File: config.mk
export PLATFORM = sky130hd
export DESIGN_NAME = adc_delay_ctrl_top
export DESIGN_NICKNAME = d
export VERILOG_FILES = /design/src/rtl/adc_delay_pkg.sv /design/src/rtl/adc_delay_ctrl_top.sv /design/src/rtl/adc_delay_lane_bank.sv /design/src/rtl/wb_adc_delay_regs.sv
export VERILOG_INCLUDE_DIRS = /design/src /design/src/rtl
export SDC_FILE = /design/constraint.sdc
export NUM_CORES = 1
export LEC_CHECK = 0
export CAP_MARGIN = 20
export CORE_MARGIN = 2
export CORE_UTILIZATION = 35
export CTS_BUF_LIST = sky130_fd_sc_hd__clkbuf_8
export CTS_CLUSTER_DIAMETER = 40
export CTS_CLUSTER_SIZE = 40
export DETAILED_ROUTE_END_ITERATION = 10
export DONT_BUFFER_PORTS = 1
export GPL_TIMING_DRIVEN = 0
export SYNTH_ARGS = -nofsm -noshare
export SYNTH_HDL_FRONTEND = slang
export SYNTH_SLANG_ARGS = --single-unit
File: constraint.sdc
create_clock -name wb_clk_i -period 4.83 [get_ports wb_clk_i]
set_input_delay 1.449 -clock wb_clk_i [delete_from_list [all_inputs] [get_ports wb_clk_i]]
set_output_delay 1.449 -clock wb_clk_i [all_outputs]
set_load 0.01 [all_outputs]
File: src/rtl/adc_delay_config.svh
`ifndef ADC_DELAY_CONFIG_SVH
`define ADC_DELAY_CONFIG_SVH

// register map below assumes at most 4 units
`define ADC_DELAY_NUM_UNITS 4
`define ADC_DELAY_LANES_PER_UNIT 8
// data lanes plus the frame lane on top
`define ADC_DELAY_NUM_LANES (`ADC_DELAY_NUM_UNITS * `ADC_DELAY_LANES_PER_UNIT + 1)
`define ADC_DELAY_TAP_W 9

// word indices, address bits 5:2
`define ADC_DELAY_REG_LOAD_LO 4'd0
`define ADC_DELAY_REG_LOAD_HI 4'd1
`define ADC_DELAY_REG_RST_LO 4'd2
`define ADC_DELAY_REG_RST_HI 4'd3
`define ADC_DELAY_REG_VTC_LO 4'd4
`define ADC_DELAY_REG_VTC_HI 4'd5
`define ADC_DELAY_REG_TAP_VAL 4'd6
`define ADC_DELAY_REG_LANE_SEL 4'd7
`define ADC_DELAY_REG_TAP_RD 4'd8 // read only

`endif
File: src/rtl/adc_delay_pkg.sv
`include "adc_delay_config.svh"

package adc_delay_pkg;

  // one bit per delay lane, frame lane is the msb
  typedef logic [`ADC_DELAY_NUM_LANES-1:0] lane_vec_t;

  // tap count of one delay element
  typedef logic [`ADC_DELAY_TAP_W-1:0] tap_t;

  // control bundle, register slave to lane bank
  typedef struct packed {
    lane_vec_t load;   // rising edge loads val
    lane_vec_t rst;    // level, clears tap
    lane_vec_t en_vtc; // high blocks loads
    tap_t      val;    // shared tap value
  } delay_ctrl_t;

  // tap word layout
  typedef struct packed {
    logic [31-`ADC_DELAY_TAP_W:0] pad;
    tap_t                         tap;
  } tap_word_t;

  // one bus word, seen as a lane mask or as a tap word
  typedef union packed {
    logic [31:0] mask;
    tap_word_t   tap_w;
  } reg_word_u;

  // frame lane sits in bit 0 of the _HI words
  localparam int unsigned FRAME_BIT = 0;

  // lane select width, wide enough for out-of-range selects
  localparam int unsigned LANE_SEL_W = 6;

endpackage

File: src/rtl/adc_delay_ctrl_top.sv
`include "adc_delay_config.svh"

module adc_delay_ctrl_top
  import adc_delay_pkg::*;
(
  input  logic        wb_clk_i,
  input  logic        wb_rst_i,
  input  logic [31:0] wb_adr_i,
  input  logic [31:0] wb_dat_i,
  input  logic [3:0]  wb_sel_i,
  input  logic        wb_we_i,
  input  logic        wb_cyc_i,
  input  logic        wb_stb_i,
  output logic [31:0] wb_dat_o,
  output logic        wb_ack_o,
  output logic        wb_err_o,

  output delay_ctrl_t delay_ctrl_o,
  output tap_t        taps_o [`ADC_DELAY_NUM_LANES]
);

  delay_ctrl_t ctrl;
  tap_t        taps [`ADC_DELAY_NUM_LANES];

  wb_adc_delay_regs i_regs (
    .wb_clk_i (wb_clk_i),
    .wb_rst_i (wb_rst_i),
    .wb_adr_i (wb_adr_i),
    .wb_dat_i (wb_dat_i),
    .wb_sel_i (wb_sel_i),
    .wb_we_i  (wb_we_i),
    .wb_cyc_i (wb_cyc_i),
    .wb_stb_i (wb_stb_i),
    .wb_dat_o (wb_dat_o),
    .wb_ack_o (wb_ack_o),
    .wb_err_o (wb_err_o),
    .taps_i   (taps),
    .ctrl_o   (ctrl)
  );

  adc_delay_lane_bank i_lane_bank (
    .wb_clk_i (wb_clk_i),
    .wb_rst_i (wb_rst_i),
    .ctrl_i   (ctrl),
    .taps_o   (taps)
  );

  // to the delay elements downstream
  assign delay_ctrl_o = ctrl;
  assign taps_o       = taps;

endmodule

File: src/rtl/adc_delay_lane_bank.sv
`include "adc_delay_config.svh"

module adc_delay_lane_bank
  import adc_delay_pkg::*;
(
  input  logic        wb_clk_i,
  input  logic        wb_rst_i,
  input  delay_ctrl_t ctrl_i,
  output tap_t        taps_o [`ADC_DELAY_NUM_LANES]
);

  lane_vec_t load_q;    // load vector one cycle back
  lane_vec_t load_rise;
  lane_vec_t load_ok;   // rising and not under vtc

  assign load_rise = ctrl_i.load & ~load_q;
  assign load_ok   = load_rise & ~ctrl_i.en_vtc;

  always_ff @(posedge wb_clk_i) begin
    if (wb_rst_i) begin
      load_q <= '0;
    end else begin
      load_q <= ctrl_i.load;
    end
  end

  // one tap register per lane
  for (genvar i = 0; i < `ADC_DELAY_NUM_LANES; i++) begin : g_lane
    tap_t tap_q;

    always_ff @(posedge wb_clk_i) begin
      if (wb_rst_i) begin
        tap_q <= '0;
      end else if (ctrl_i.rst[i]) begin
        tap_q <= '0; // reset wins over a load edge
      end else if (load_ok[i]) begin
        tap_q <= ctrl_i.val;
      end
    end

    assign taps_o[i] = tap_q;
  end

endmodule

File: src/rtl/wb_adc_delay_regs.sv
`include "adc_delay_config.svh"

module wb_adc_delay_regs
  import adc_delay_pkg::*;
(
  input  logic        wb_clk_i,
  input  logic        wb_rst_i,
  input  logic [31:0] wb_adr_i,
  input  logic [31:0] wb_dat_i,
  input  logic [3:0]  wb_sel_i, // full-word writes only
  input  logic        wb_we_i,
  input  logic        wb_cyc_i,
  input  logic        wb_stb_i,
  output logic [31:0] wb_dat_o,
  output logic        wb_ack_o,
  output logic        wb_err_o,

  input  tap_t        taps_i [`ADC_DELAY_NUM_LANES],
  output delay_ctrl_t ctrl_o
);

  localparam int unsigned DATA_LANES = `ADC_DELAY_NUM_LANES - 1;
  localparam int unsigned FRAME_LANE = DATA_LANES;

  logic                  ack_q;
  logic                  req;
  logic [3:0]            reg_idx;
  reg_word_u             wr_word;
  reg_word_u             rd_word;
  logic [31:0]           dat_q;
  delay_ctrl_t           ctrl_q;
  logic [LANE_SEL_W-1:0] lane_sel_q;
  tap_t                  sel_tap;

  // new request only while ack is low
  assign req     = wb_cyc_i & wb_stb_i & ~ack_q;
  assign reg_idx = wb_adr_i[5:2];
  assign wr_word = reg_word_u'(wb_dat_i);

  // tap readback mux, out-of-range select gives zero
  always_comb begin
    sel_tap = '0;
    for (int i = 0; i < `ADC_DELAY_NUM_LANES; i++) begin
      if (lane_sel_q == LANE_SEL_W'(i)) sel_tap = taps_i[i];
    end
  end

  always_comb begin
    rd_word = '0;
    case (reg_idx)
      `ADC_DELAY_REG_LOAD_LO:  rd_word.mask[DATA_LANES-1:0] = ctrl_q.load[DATA_LANES-1:0];
      `ADC_DELAY_REG_LOAD_HI:  rd_word.mask[FRAME_BIT] = ctrl_q.load[FRAME_LANE];
      `ADC_DELAY_REG_RST_LO:   rd_word.mask[DATA_LANES-1:0] = ctrl_q.rst[DATA_LANES-1:0];
      `ADC_DELAY_REG_RST_HI:   rd_word.mask[FRAME_BIT] = ctrl_q.rst[FRAME_LANE];
      `ADC_DELAY_REG_VTC_LO:   rd_word.mask[DATA_LANES-1:0] = ctrl_q.en_vtc[DATA_LANES-1:0];
      `ADC_DELAY_REG_VTC_HI:   rd_word.mask[FRAME_BIT] = ctrl_q.en_vtc[FRAME_LANE];
      `ADC_DELAY_REG_TAP_VAL:  rd_word.tap_w.tap = ctrl_q.val;
      `ADC_DELAY_REG_LANE_SEL: rd_word.mask[LANE_SEL_W-1:0] = lane_sel_q;
      `ADC_DELAY_REG_TAP_RD:   rd_word.tap_w.tap = sel_tap;
      default: ; // unmapped reads zero
    endcase
  end

  always_ff @(posedge wb_clk_i) begin
    if (wb_rst_i) begin
      ack_q         <= 1'b0;
      ctrl_q.load   <= '0;
      ctrl_q.rst    <= '0;
      ctrl_q.en_vtc <= '1; // loads blocked until cleared
      ctrl_q.val    <= '0;
      lane_sel_q    <= '0;
    end else begin
      ack_q <= req;
      if (req && wb_we_i) begin
        case (reg_idx)
          `ADC_DELAY_REG_LOAD_LO: begin
            ctrl_q.load[DATA_LANES-1:0] <= wr_word.mask[DATA_LANES-1:0];
          end
          `ADC_DELAY_REG_LOAD_HI: ctrl_q.load[FRAME_LANE] <= wr_word.mask[FRAME_BIT];
          `ADC_DELAY_REG_RST_LO: begin
            ctrl_q.rst[DATA_LANES-1:0] <= wr_word.mask[DATA_LANES-1:0];
          end
          `ADC_DELAY_REG_RST_HI: ctrl_q.rst[FRAME_LANE] <= wr_word.mask[FRAME_BIT];
          `ADC_DELAY_REG_VTC_LO: begin
            ctrl_q.en_vtc[DATA_LANES-1:0] <= wr_word.mask[DATA_LANES-1:0];
          end
          `ADC_DELAY_REG_VTC_HI: ctrl_q.en_vtc[FRAME_LANE] <= wr_word.mask[FRAME_BIT];
          `ADC_DELAY_REG_TAP_VAL: ctrl_q.val <= wr_word.tap_w.tap;
          `ADC_DELAY_REG_LANE_SEL: lane_sel_q <= wr_word.mask[LANE_SEL_W-1:0];
          default: ; // TAP_RD and unmapped writes dropped
        endcase
      end
    end
  end

  // read data, sampled with the request
  always_ff @(posedge wb_clk_i) begin
    if (req) begin
      dat_q <= wb_we_i ? 32'b0 : rd_word.mask;
    end
  end

  assign wb_dat_o = ack_q ? dat_q : 32'b0;
  assign wb_ack_o = ack_q;
  assign wb_err_o = 1'b0;
  assign ctrl_o   = ctrl_q;

endmodule

* After elaboration in Yosys (flattened, before gate mapping)
Index checks and enable logic that the tools add are counted.
Storage, ports and cells: memories 0, word-level logic and storage cells 173, flip-flop bits (word level) 477, ROM bits 0, latch bits 0, bits in writable memories 0
Cells by class: multiplexer cells 38, magnitude comparators 0, divide/modulo/power cells 0, $add $sub $neg 0, equal/unequal tests 40, multiply operators 0, reductions and logical operators 44, shifts and indexed selects 0, bitwise gates (word level) 7
Operators by type and width (number):
- $mux 9 | 33
- $eq 6x5->1 const B | 16
- $pmux 23 s3 | 1
- $and 33x33->33 | 2
- $not 33->33 | 2
- $reduce_or 2->1 | 33
- $eq 6x4->1 const B | 8
- $mux 32 | 1
- $pmux 5 s6 | 1
- $eq 6x3->1 const B | 4
- $eq 4x3->1 const B | 4
- $reduce_and 2->1 | 8
- $pmux 3 s5 | 1
- $eq 6x2->1 const B | 2
- $pmux 1 s9 | 1
- $eq 4x2->1 const B | 2
- $eq 6x1->1 const B | 1
- $eq 6x6->1 const B | 1
- $logic_not 6->1 | 1
- $eq 4x1->1 const B | 1
- $eq 4x4->1 const B | 1
- $logic_not 4->1 | 1
- $and 1x1->1 | 2
- $logic_and 1x1->1 | 1
- $not 1->1 | 1

* Longest topological paths before layout
Gate-level depths: netlist of the first run.
depth after elaboration 35, gate-level depth with buffers 11, mapped depth without buffers 7

* Cells and area by module
A second synthesis of the first run with hierarchy kept.
Unflattened totals: cells, all modules 2663, area total of the unflattened synthesis 25458.2 sq um
By module, submodules not included:
- adc_delay_lane_bank | cells an instance 1483, area an instance 16273.1 sq um, instances 1
- wb_adc_delay_regs | cells an instance 1180, area an instance 9185.1 sq um, instances 1

* Worst setup path before layout of the first run
Ideal clock, no wire load.
kind input port to flip-flop, start point input wb_cyc_i, end point register i_regs.ctrl_q (netlist bit i_regs.ctrl_o[15]), data arrival time 4.260 ns, stages 9, path slack 0.451 ns, path through nand2_1 -> nor2_1 -> and2_1 -> clkbuf_1 -> and2_1 -> buf_2 -> clkbuf_1 -> nor2b_1 -> a211o_1
On the way: word-level cells in the longest chain between the ends 4
RTL lines:
- start: declaration | RTL line adc_delay_ctrl_top.sv:12 | input logic wb_cyc_i,
- $and 1x1->1 (2 in a row) | RTL line wb_adc_delay_regs.sv:36 | assign req = wb_cyc_i & wb_stb_i & ~ack_q;
- net i_regs.req | RTL line wb_adc_delay_regs.sv:26 | logic req;
- $logic_and 1x1->1 | RTL line wb_adc_delay_regs.sv:74 | if (req && wb_we_i) begin
- $reduce_and 2->1 (no line)
- end: declaration | RTL line wb_adc_delay_regs.sv:31 | delay_ctrl_t ctrl_q;
The timed path passes the listed nets, and every way through them passes these cells. A chain may end at the register's enable or synchronous reset.

* Worst setup path after layout of the first run
start point register i_regs.lane_sel_q[0], end point register i_regs.dat_q[0] (data pin)
On the way: word-level cells in the longest chain between the ends 35, elaborated cells between the ends (all ways) 67, those cells by class eq/ne: 32; mux: 34; reduce/logical: 1
RTL lines:
- start: declaration | RTL line wb_adc_delay_regs.sv:32 | logic [LANE_SEL_W-1:0] lane_sel_q;
- start signal: assignment | RTL line wb_adc_delay_regs.sv:89 | `ADC_DELAY_REG_LANE_SEL: lane_sel_q <= wr_word.mask[LANE_SEL_W-1:0];
- $logic_not 6->1 | RTL line wb_adc_delay_regs.sv:44 | if (lane_sel_q == LANE_SEL_W'(i)) sel_tap = taps_i[i];
- $mux 9 (33 in a row) | RTL line wb_adc_delay_regs.sv:44
- $pmux 1 s9 (*) | RTL line wb_adc_delay_regs.sv:50 | case (reg_idx)
- end signal: assignment | RTL line wb_adc_delay_regs.sv:99 | dat_q <= wb_we_i ? 32'b0 : rd_word.mask;
- end: declaration | RTL line wb_adc_delay_regs.sv:30 | logic [31:0] dat_q;
Mark *: on every way between the ends. The rest lies on a longest branch, timed or not.

==> metrics.md, run 1 <==
| Metric | Value |
|---|---|
| Status | complete, no violations |
| WL/cell | 32.3 µm |
| Dpl cells | 3021 |
| Total iterations of the first detailed-routing run | 10 |
| Synth async-reset ratio | 0% |
| Pin count of the biggest net entering global routing | 21 |
| Critical-path top delay cell | buf_1 |
| FMAX | 226 MHz |
| WP buf/inv | 3 |
| Fin crit period | 4430 ps |
| Type of the worst setup path | reg -> reg |
| Lkg Pwr | 7.49 nW |
| Synth Cell Area | 20700 µm² |
| CTS tree | done |
| CP max stage delay | 890 ps |
| Area contributors post-synth | dfxtp_1 (43%), mux2i_1 (15%), nor2_1 (7.0%) |
| Setup TNS Final | 0 ps |
| Final wirelength | 103000 µm |
| Max_slew headroom | 22.4% |
| First-pass GRT wire length | 142000 µm |
| First DRT Iteration DRCs | 2488 |
| Worst path arrival time | 4860 ps |
| Top FF cell, synth | dfxtp_1 |
| Gr ovfl total | 0 |
| Final setup fails | 0 |
| Register area share after synthesis | 47.6% |
| CTS H-tree depth | 3 |
| Via count | 19100 |
| Via density | 6.01 |
| Post-synth top area cell | dfxtp_1 |
| PwrDens | 360 nW/µm² |
| Layout cells sized above 1 | 9.83% |
| Min-delay src | i_regs.ctrl_o[58] |
| Area of the core | 58800 µm² |
| GPL Wtd Cong | 0.986 |
| Clock Skews | 50.5 ps |
| Worst setup margin | 404 ps |
| Die area | 61200 µm² |
| Syn_nets | 2316 |
| Cts hold-fix bufs | 0 |
| Synth Register Bits | 477 |
| Drc violations | 0 |
| WHS | 557 ps |
| Die width | 247 µm |
| Crit path required time | 5270 ps |
| Reg clk slew, reported paths | 70 ps |
| Critical R2R Launch | i_regs.lane_sel_q[0] |
| Pre-CTS setup slack | 460 ps |
| Top-area cell type share of the netlist area | 43.0% |
| Least-Margin Pin Slew | 1160 ps |
| RSZ-0062 raised after global routing | no |
| ANT nets after route | 0 |
| Crit end category | register |
| Post-route insts no fill | 3180 |
| Worst path top cell family by delay | buffers and inverters |
| Initial antenna violation count | 4 |
| Layout area overhead | 14.3% |
| Max cap viols | 0 |
| Setup bufs post-CTS | 0 |
| Gate count after technology mapping | 2243 |
| Vias in the first global route | 18300 |
| Overall power | 8.53 mW |
| HP Class | reg -> reg |
| VDD IR max | 295 µV |
| NumNets Final | 2405 |
| Vert. Die Dim | 247 µm |
| Starting Density | 35.3% |
| CP Max Fanout | 10 |
| CTS root buffer | clkbuf_8 |
| CTS sink cnt | 477 |
| Clock Path Buffers | 3 |
| Ys Warns | 0 |
| # resized after CTS | 0 |
| Final hold viol count | 0 |
| Period Utilization, post-route | 91.6% |
| Final HPWL DP | 78100 µm |
| Number of port buffers | 0 |
| EDFF count, synth | 32 |
| Netlist cell types | 81 |
| Avg Cell Area, Syn | 9.25 µm² |
| Num CTS Buffers | 82 |
| FP Rows | 89 |
| I/O pin cnt | 512 |
| FILL cells | 5966 |
| Worst path cell trace | buf_2, buf_1, clkbuf_1, o21ai_0, a221oi_1, nand4_1, a21oi_1, o21ai_1 |
| CP Launch Type | register |
| Crit. Startpoint | i_regs.lane_sel_q[0] |
| Global Route Usage Sum | 32.5% |
| Slew Limit Fails | 0 |
| Worst skew pair latency | 730 ps |
worst min-delay path: stages (launching register included):
cell,delay [ps]
dfxtp_1,370
nand2_1,80
a21oi_1,60
cells by family after synthesis:
family | after synthesis | share of synthesized area, %
AND/OR/NAND/NOR | 867 | 19.9
flip-flops | 477 | 47.6
AO/OA/AOI/OAI | 355 | 12.2
multiplexers | 327 | 16.2
buffers and inverters | 216 | 4.12
other | 1 | 0.0181
final cells by class:
cell class	instances	area [µm²]	area share [%]
buffer	205	813	3.43
clock buffer	91	1250	5.28
tap	773	967	4.08
sequential	477	9870	41.6
inverter	11	41.3	0.174
multi-input combinational	1550	10000	42.3
antenna	5	12.5	0.0528
clock inverter	63	666	2.81
timing repair buffer	5	53.8	0.227
power breakdown:
group,internal (mW),total (mW),switching (mW)
Clock,2.20,4.29,2.09
Sequential,3.99,4.00,0.0137
Combinational,0.0503,0.231,0.181
through the flow:
| stage | instance area (µm²) | utilization, % |
|---|---|---|
| 2_1_floorplan | 20700 | - |
| 3_3_place_gp | 21700 | 36.9 |
| 3_5_place_dp | 21800 | 37.0 |
| 4_1_cts | 23700 | 40.3 |
| 5_1_grt | 23700 | 40.3 |
| 6_report | 23700 | 40.3 |
cell usage after synthesis, drive strengths merged, types with 6 or more instances:
cell,instances
a222oi,40
a221oi,14
edfxtp,32
nand3,23
a21oi,112
nor3,18
or4b,6
nand2b,7
o21ai,34
inv,11
nor2b,69
buf,74
a211o,33
mux2i,319
a211oi,7
dfxtp,445
o2bb2ai,6
nand2,202
a22o,7
mux4,6
o22ai,9
or2,34
a22oi,34
nand4,9
and2,41
nor2,390
nor3b,38
clkbuf,131
layer usage:
| metal | share of wire (%) | routed length [µm] | vias to the layer above | GRT usage (%) |
|---|---|---|---|---|
| met1 | 37 | 38200 | 9474 | 38.8 |
| met3 | 12 | 12700 | 262 | 12.4 |
| met5 | 0 | 0 | - | 0 |
| met4 | 5.0 | 5170 | 0 | 14.7 |
| li1 | - | - | 8096 | - |
| met2 | 45 | 46700 | 1286 | 51.9 |
cells in the final DEF, fill, tap and decap left out, types with 7 or more instances in the layout:
cell,n
a222oi_1,40
nor3b_1,36
a211oi_1,7
mux2i_1,319
a221oi_1,14
dfxtp_1,445
o22ai_1,9
a22o_1,7
inv_1,14
nand2b_1,7
a211o_1,33
nand3_1,23
and2_1,40
nor2_1,385
a21oi_1,112
clkbuf_8,91
or2_2,33
nand4_1,9
clkbuf_1,131
buf_2,15
a22oi_1,34
edfxtp_1,32
inv_8,8
clkinvlp_4,13
nor2b_1,69
inv_6,16
o21ai_0,28
nand2_1,202
nor3_1,15
buf_1,56
path summary, 6_finish.rpt:
path	to	slack (ps)	depth (start not counted)
hold reg to reg	i_regs.ctrl_o[58]	560	2
setup reg to reg	i_regs.dat_q[0]	400	8
setup / recovery	i_regs.dat_q[0]	400	8
hold / removal	i_regs.ctrl_o[58]	560	2
state kept, by name, summed over array words and instances (netlist names):
signal and count:
i_regs.ctrl_o 108, i_regs.wb_ack_o 1, i_lane_bank.g_lane.tap_q 297, i_lane_bank.load_q 33
i_regs.dat_q 32, i_regs.lane_sel_q 6
(Power assumes the default switching activity.)
==> run 2: changes to the inputs <==
- PLACE_DENSITY_LB_ADDON: not set -> 0.12
- SYNTH_HIERARCHICAL: not set -> 1
==> run 2 against run 1 <==
Against the previous run: flip-flop and latch count is the same; routed wire length up 25%; utilization is 0.12 points higher; critical path depth up 1; via count is 21% higher; global-route usage increased by 0.65 points; setup slack better by 45 ps; die area is 22% higher; largest power group unchanged; synthesized area grew 23%; cell count is 20% higher; first-iteration DRC count shrank 5.8%.
==> metrics.md, run 2 <==
| Metric | Value |
|---|---|
| Pin count of the biggest net entering global routing | 29 |
| Placed cell areas | 26700 µm² |
| Initial antenna violation count | 9 |
| CP max stage delay | 730 ps |
| Starting Density | 35.5% |
| Synth Cell Area | 25500 µm² |
| Synth cell count leaders | nor3b_1 (628), dfxtp_1 (445), mux2_2 (303) |
| Crit path required time | 5350 ps |
| Via count | 23100 |
| Overall power | 9.19 mW |
| Area contributors post-synth | dfxtp_1 (35%), nor3b_1 (19%), mux2_2 (13%) |
| FF-to-FF End | i_regs/dat_q[4] |
| Post-synth top area cell | dfxtp_1 |
| DR top layer | met5 |
| Cts hold-fix bufs | 0 |
| Worst path arrival time | 4900 ps |
| Ys Warns | 6 |
| Num CTS Buffers | 97 |
| Number of port buffers | 0 |
| CP Max Fanout | 10 |
| Netlist cell types | 83 |
| Avg Cell Area, Syn | 9.56 µm² |
| NumNets Final | 2847 |
| Global Route Usage Sum | 33.2% |
| Final HPWL DP | 97700 µm |
| Crit end category | register |
| Gate count after technology mapping | 2663 |
| Layout cells sized above 1 | 24.6% |
| Most frequent cells in the layout | nor3b_1 (628), dfxtp_1 (445), mux2_2 (303) |
| Max cap viols | 0 |
| Critical R2R Launch | i_regs/lane_sel_q[1] |
| Clock Path Buffers | 3 |
| FP Rows | 98 |
| CP Launch Type | register |
| Status | complete, no violations |
| Min-delay src | i_regs/ctrl_o[100] |
| Worst path cell trace | buf_2, buf_2, buf_2, buf_2, clkbuf_1, a2111oi_0, a211oi_1, o211ai_1, a221oi_1 |
| Gr ovfl total | 0 |
| Met2 routed WL | 60000 µm |
| Type of the worst setup path | reg -> reg |
| First-pass GRT wire length | 179000 µm |
| Hold EP | i_regs/ctrl_o[100] |
| Total iterations of the first detailed-routing run | 5 |
| Period Utilization, post-route | 90.7% |
| Worst R2R Setup Slack | 450 ps |
| Crit path top cell by count | buf_2 |
| PwrDens | 317 nW/µm² |
| Final hold viol count | 0 |
| Post-Route Utilization | 40.4% |
| I/O pin cnt | 512 |
| Via density | 6.07 |
| Finished Cell Area | 29000 µm² |
| Top-area cell type share of the netlist area | 35.0% |
| HP Class | reg -> reg |
| Max FFs per register | 297 |
| RSZ-0062 raised after global routing | no |
| Area of the core | 71700 µm² |
| ANT nets after route | 0 |
| GPL Wtd Cong | 0.952 |
| Max_slew headroom | 25.0% |
| Critical-path top delay cell | clkbuf_1 |
| Most common cell in the netlist | nor3b_1 |
| Die width | 274 µm |
| R2r worst-path depth | 9 |
| Reg clk slew, reported paths | 60 ps |
| Commonest non-fill, non-tap cell in the layout | nor3b_1 |
| Drc violations | 0 |
| Top FF cell, synth | dfxtp_1 |
| Lkg Pwr | 10.4 nW |
| CTS tree | done |
| Fin crit period | 4380 ps |
| First DRT Iteration DRCs | 2344 |
| Register area share after synthesis | 38.8% |
| Die area | 74900 µm² |
| Vert. Die Dim | 274 µm |
| FMAX | 228 MHz |
| Synth Register Bits | 477 |
| Clock Skews | 46.6 ps |
| Layout area overhead | 13.9% |
| WL/cell | 33.8 µm |
| CTS H-tree depth | 3 |
| Syn_nets | 2736 |
| DR WL met3 | 14700 µm |
| Synth async-reset ratio | 0% |
| Slew Limit Fails | 0 |
| Final wirelength | 129000 µm |
| Final setup fails | 0 |
| Worst skew pair latency | 730 ps |
| EDFF count, synth | 32 |
| CTS sink cnt | 477 |
| Setup bufs post-CTS | 0 |
| M1 WL | 47400 µm |
| Vias in the first global route | 22700 |
| VDD IR max | 181 µV |
| # resized after CTS | 0 |
| CTS root buffer | clkbuf_8 |
| Hold Crit Depth | 2 |
| Top reg by flops | i_lane_bank/g_lane.tap_q |
| Least-Margin Pin Slew | 1120 ps |
==> run 2: cell types whose count changed after synthesis, sizes merged, moves of 9 or more <==
cell    change
o21ai       +9
nand2      +65
nor2      -316
mux2      +301
mux2i     -291
or2        -34
buf        +56
nand3b     +36
nor3b     +591
nor2b      -23
a21oi      +15
clkbuf     +39
a211o      -32
==> run 2: cells by family (layout without fill, tap and decap cells) <==
group / count (synthesis) / after routing / share of synthesized area [%]
other: 1 / 2 / 0.0147
AND/OR/NAND/NOR: 1191 / 1191 / 29.6
multiplexers: 336 / 336 / 14.9
buffers and inverters: 305 / 500 / 7.29
flip-flops: 477 / 477 / 38.8
AO/OA/AOI/OAI: 353 / 353 / 9.41
==> run 2: critical path: cells and delay by family, from the launching register on <==
family                 cells  cell delay, ps
buffers and inverters      5            2330
AOI/OAI and AO/OA          4            1500
DFF                        1             340
==> run 2: report_power, final <==
group / leakage, nW / switching (mW) / internal, mW
Clock: 1.16 / 2.16 / 2.69
Combinational: 5.39 / 0.231 / 0.102
Sequential: 3.88 / 0.0171 / 3.99
Total: 10.4 / 2.41 / 6.78
==> run 2: worst max path at each step <==
stage,startpoint,endpoint,depth (start not counted)
after CTS,i_regs/lane_sel_q[1],i_regs/dat_q[8],8
after global placement,wb_cyc_i,i_regs/ctrl_o[102],8
after floorplan,wb_cyc_i,i_regs/ctrl_o[11],8
after detailed placement,wb_adr_i[2],i_regs/dat_q[27],6
final,i_regs/lane_sel_q[1],i_regs/dat_q[4],9
after global routing,i_regs/lane_sel_q[1],i_regs/dat_q[4],9
==> run 2: per-layer routing <==
layer,global-route usage [%],vias up
met5,0,-
met4,15.8,6
met3,13.6,261
met2,54.1,1262
met1,37.6,11700
li1,-,9930
==> run 2: area by class of cell <==
class                   instances  area (µm²)
fillers                      7237       42700
multi-input cells            1881       13700
flip-flops and latches        477        9870
plain buffers                 300        1840
clock buffers                 108        1490
well taps                     950        1190
clock inverters                75         757
repair buffers                 12         100
inverters                       5        18.8
diodes                          1        2.50
==> run 2: through the flow <==
step	worst slack (ps)	hold WS, ps	instances	setup TNS [ps]
floorplan	766	501	2663	0
global placement	-768	534	3613	-74460
detailed placement	189	542	3622	0
CTS	736	551	3805	0
global route	527	569	3809	0
finish	449	547	3809	0
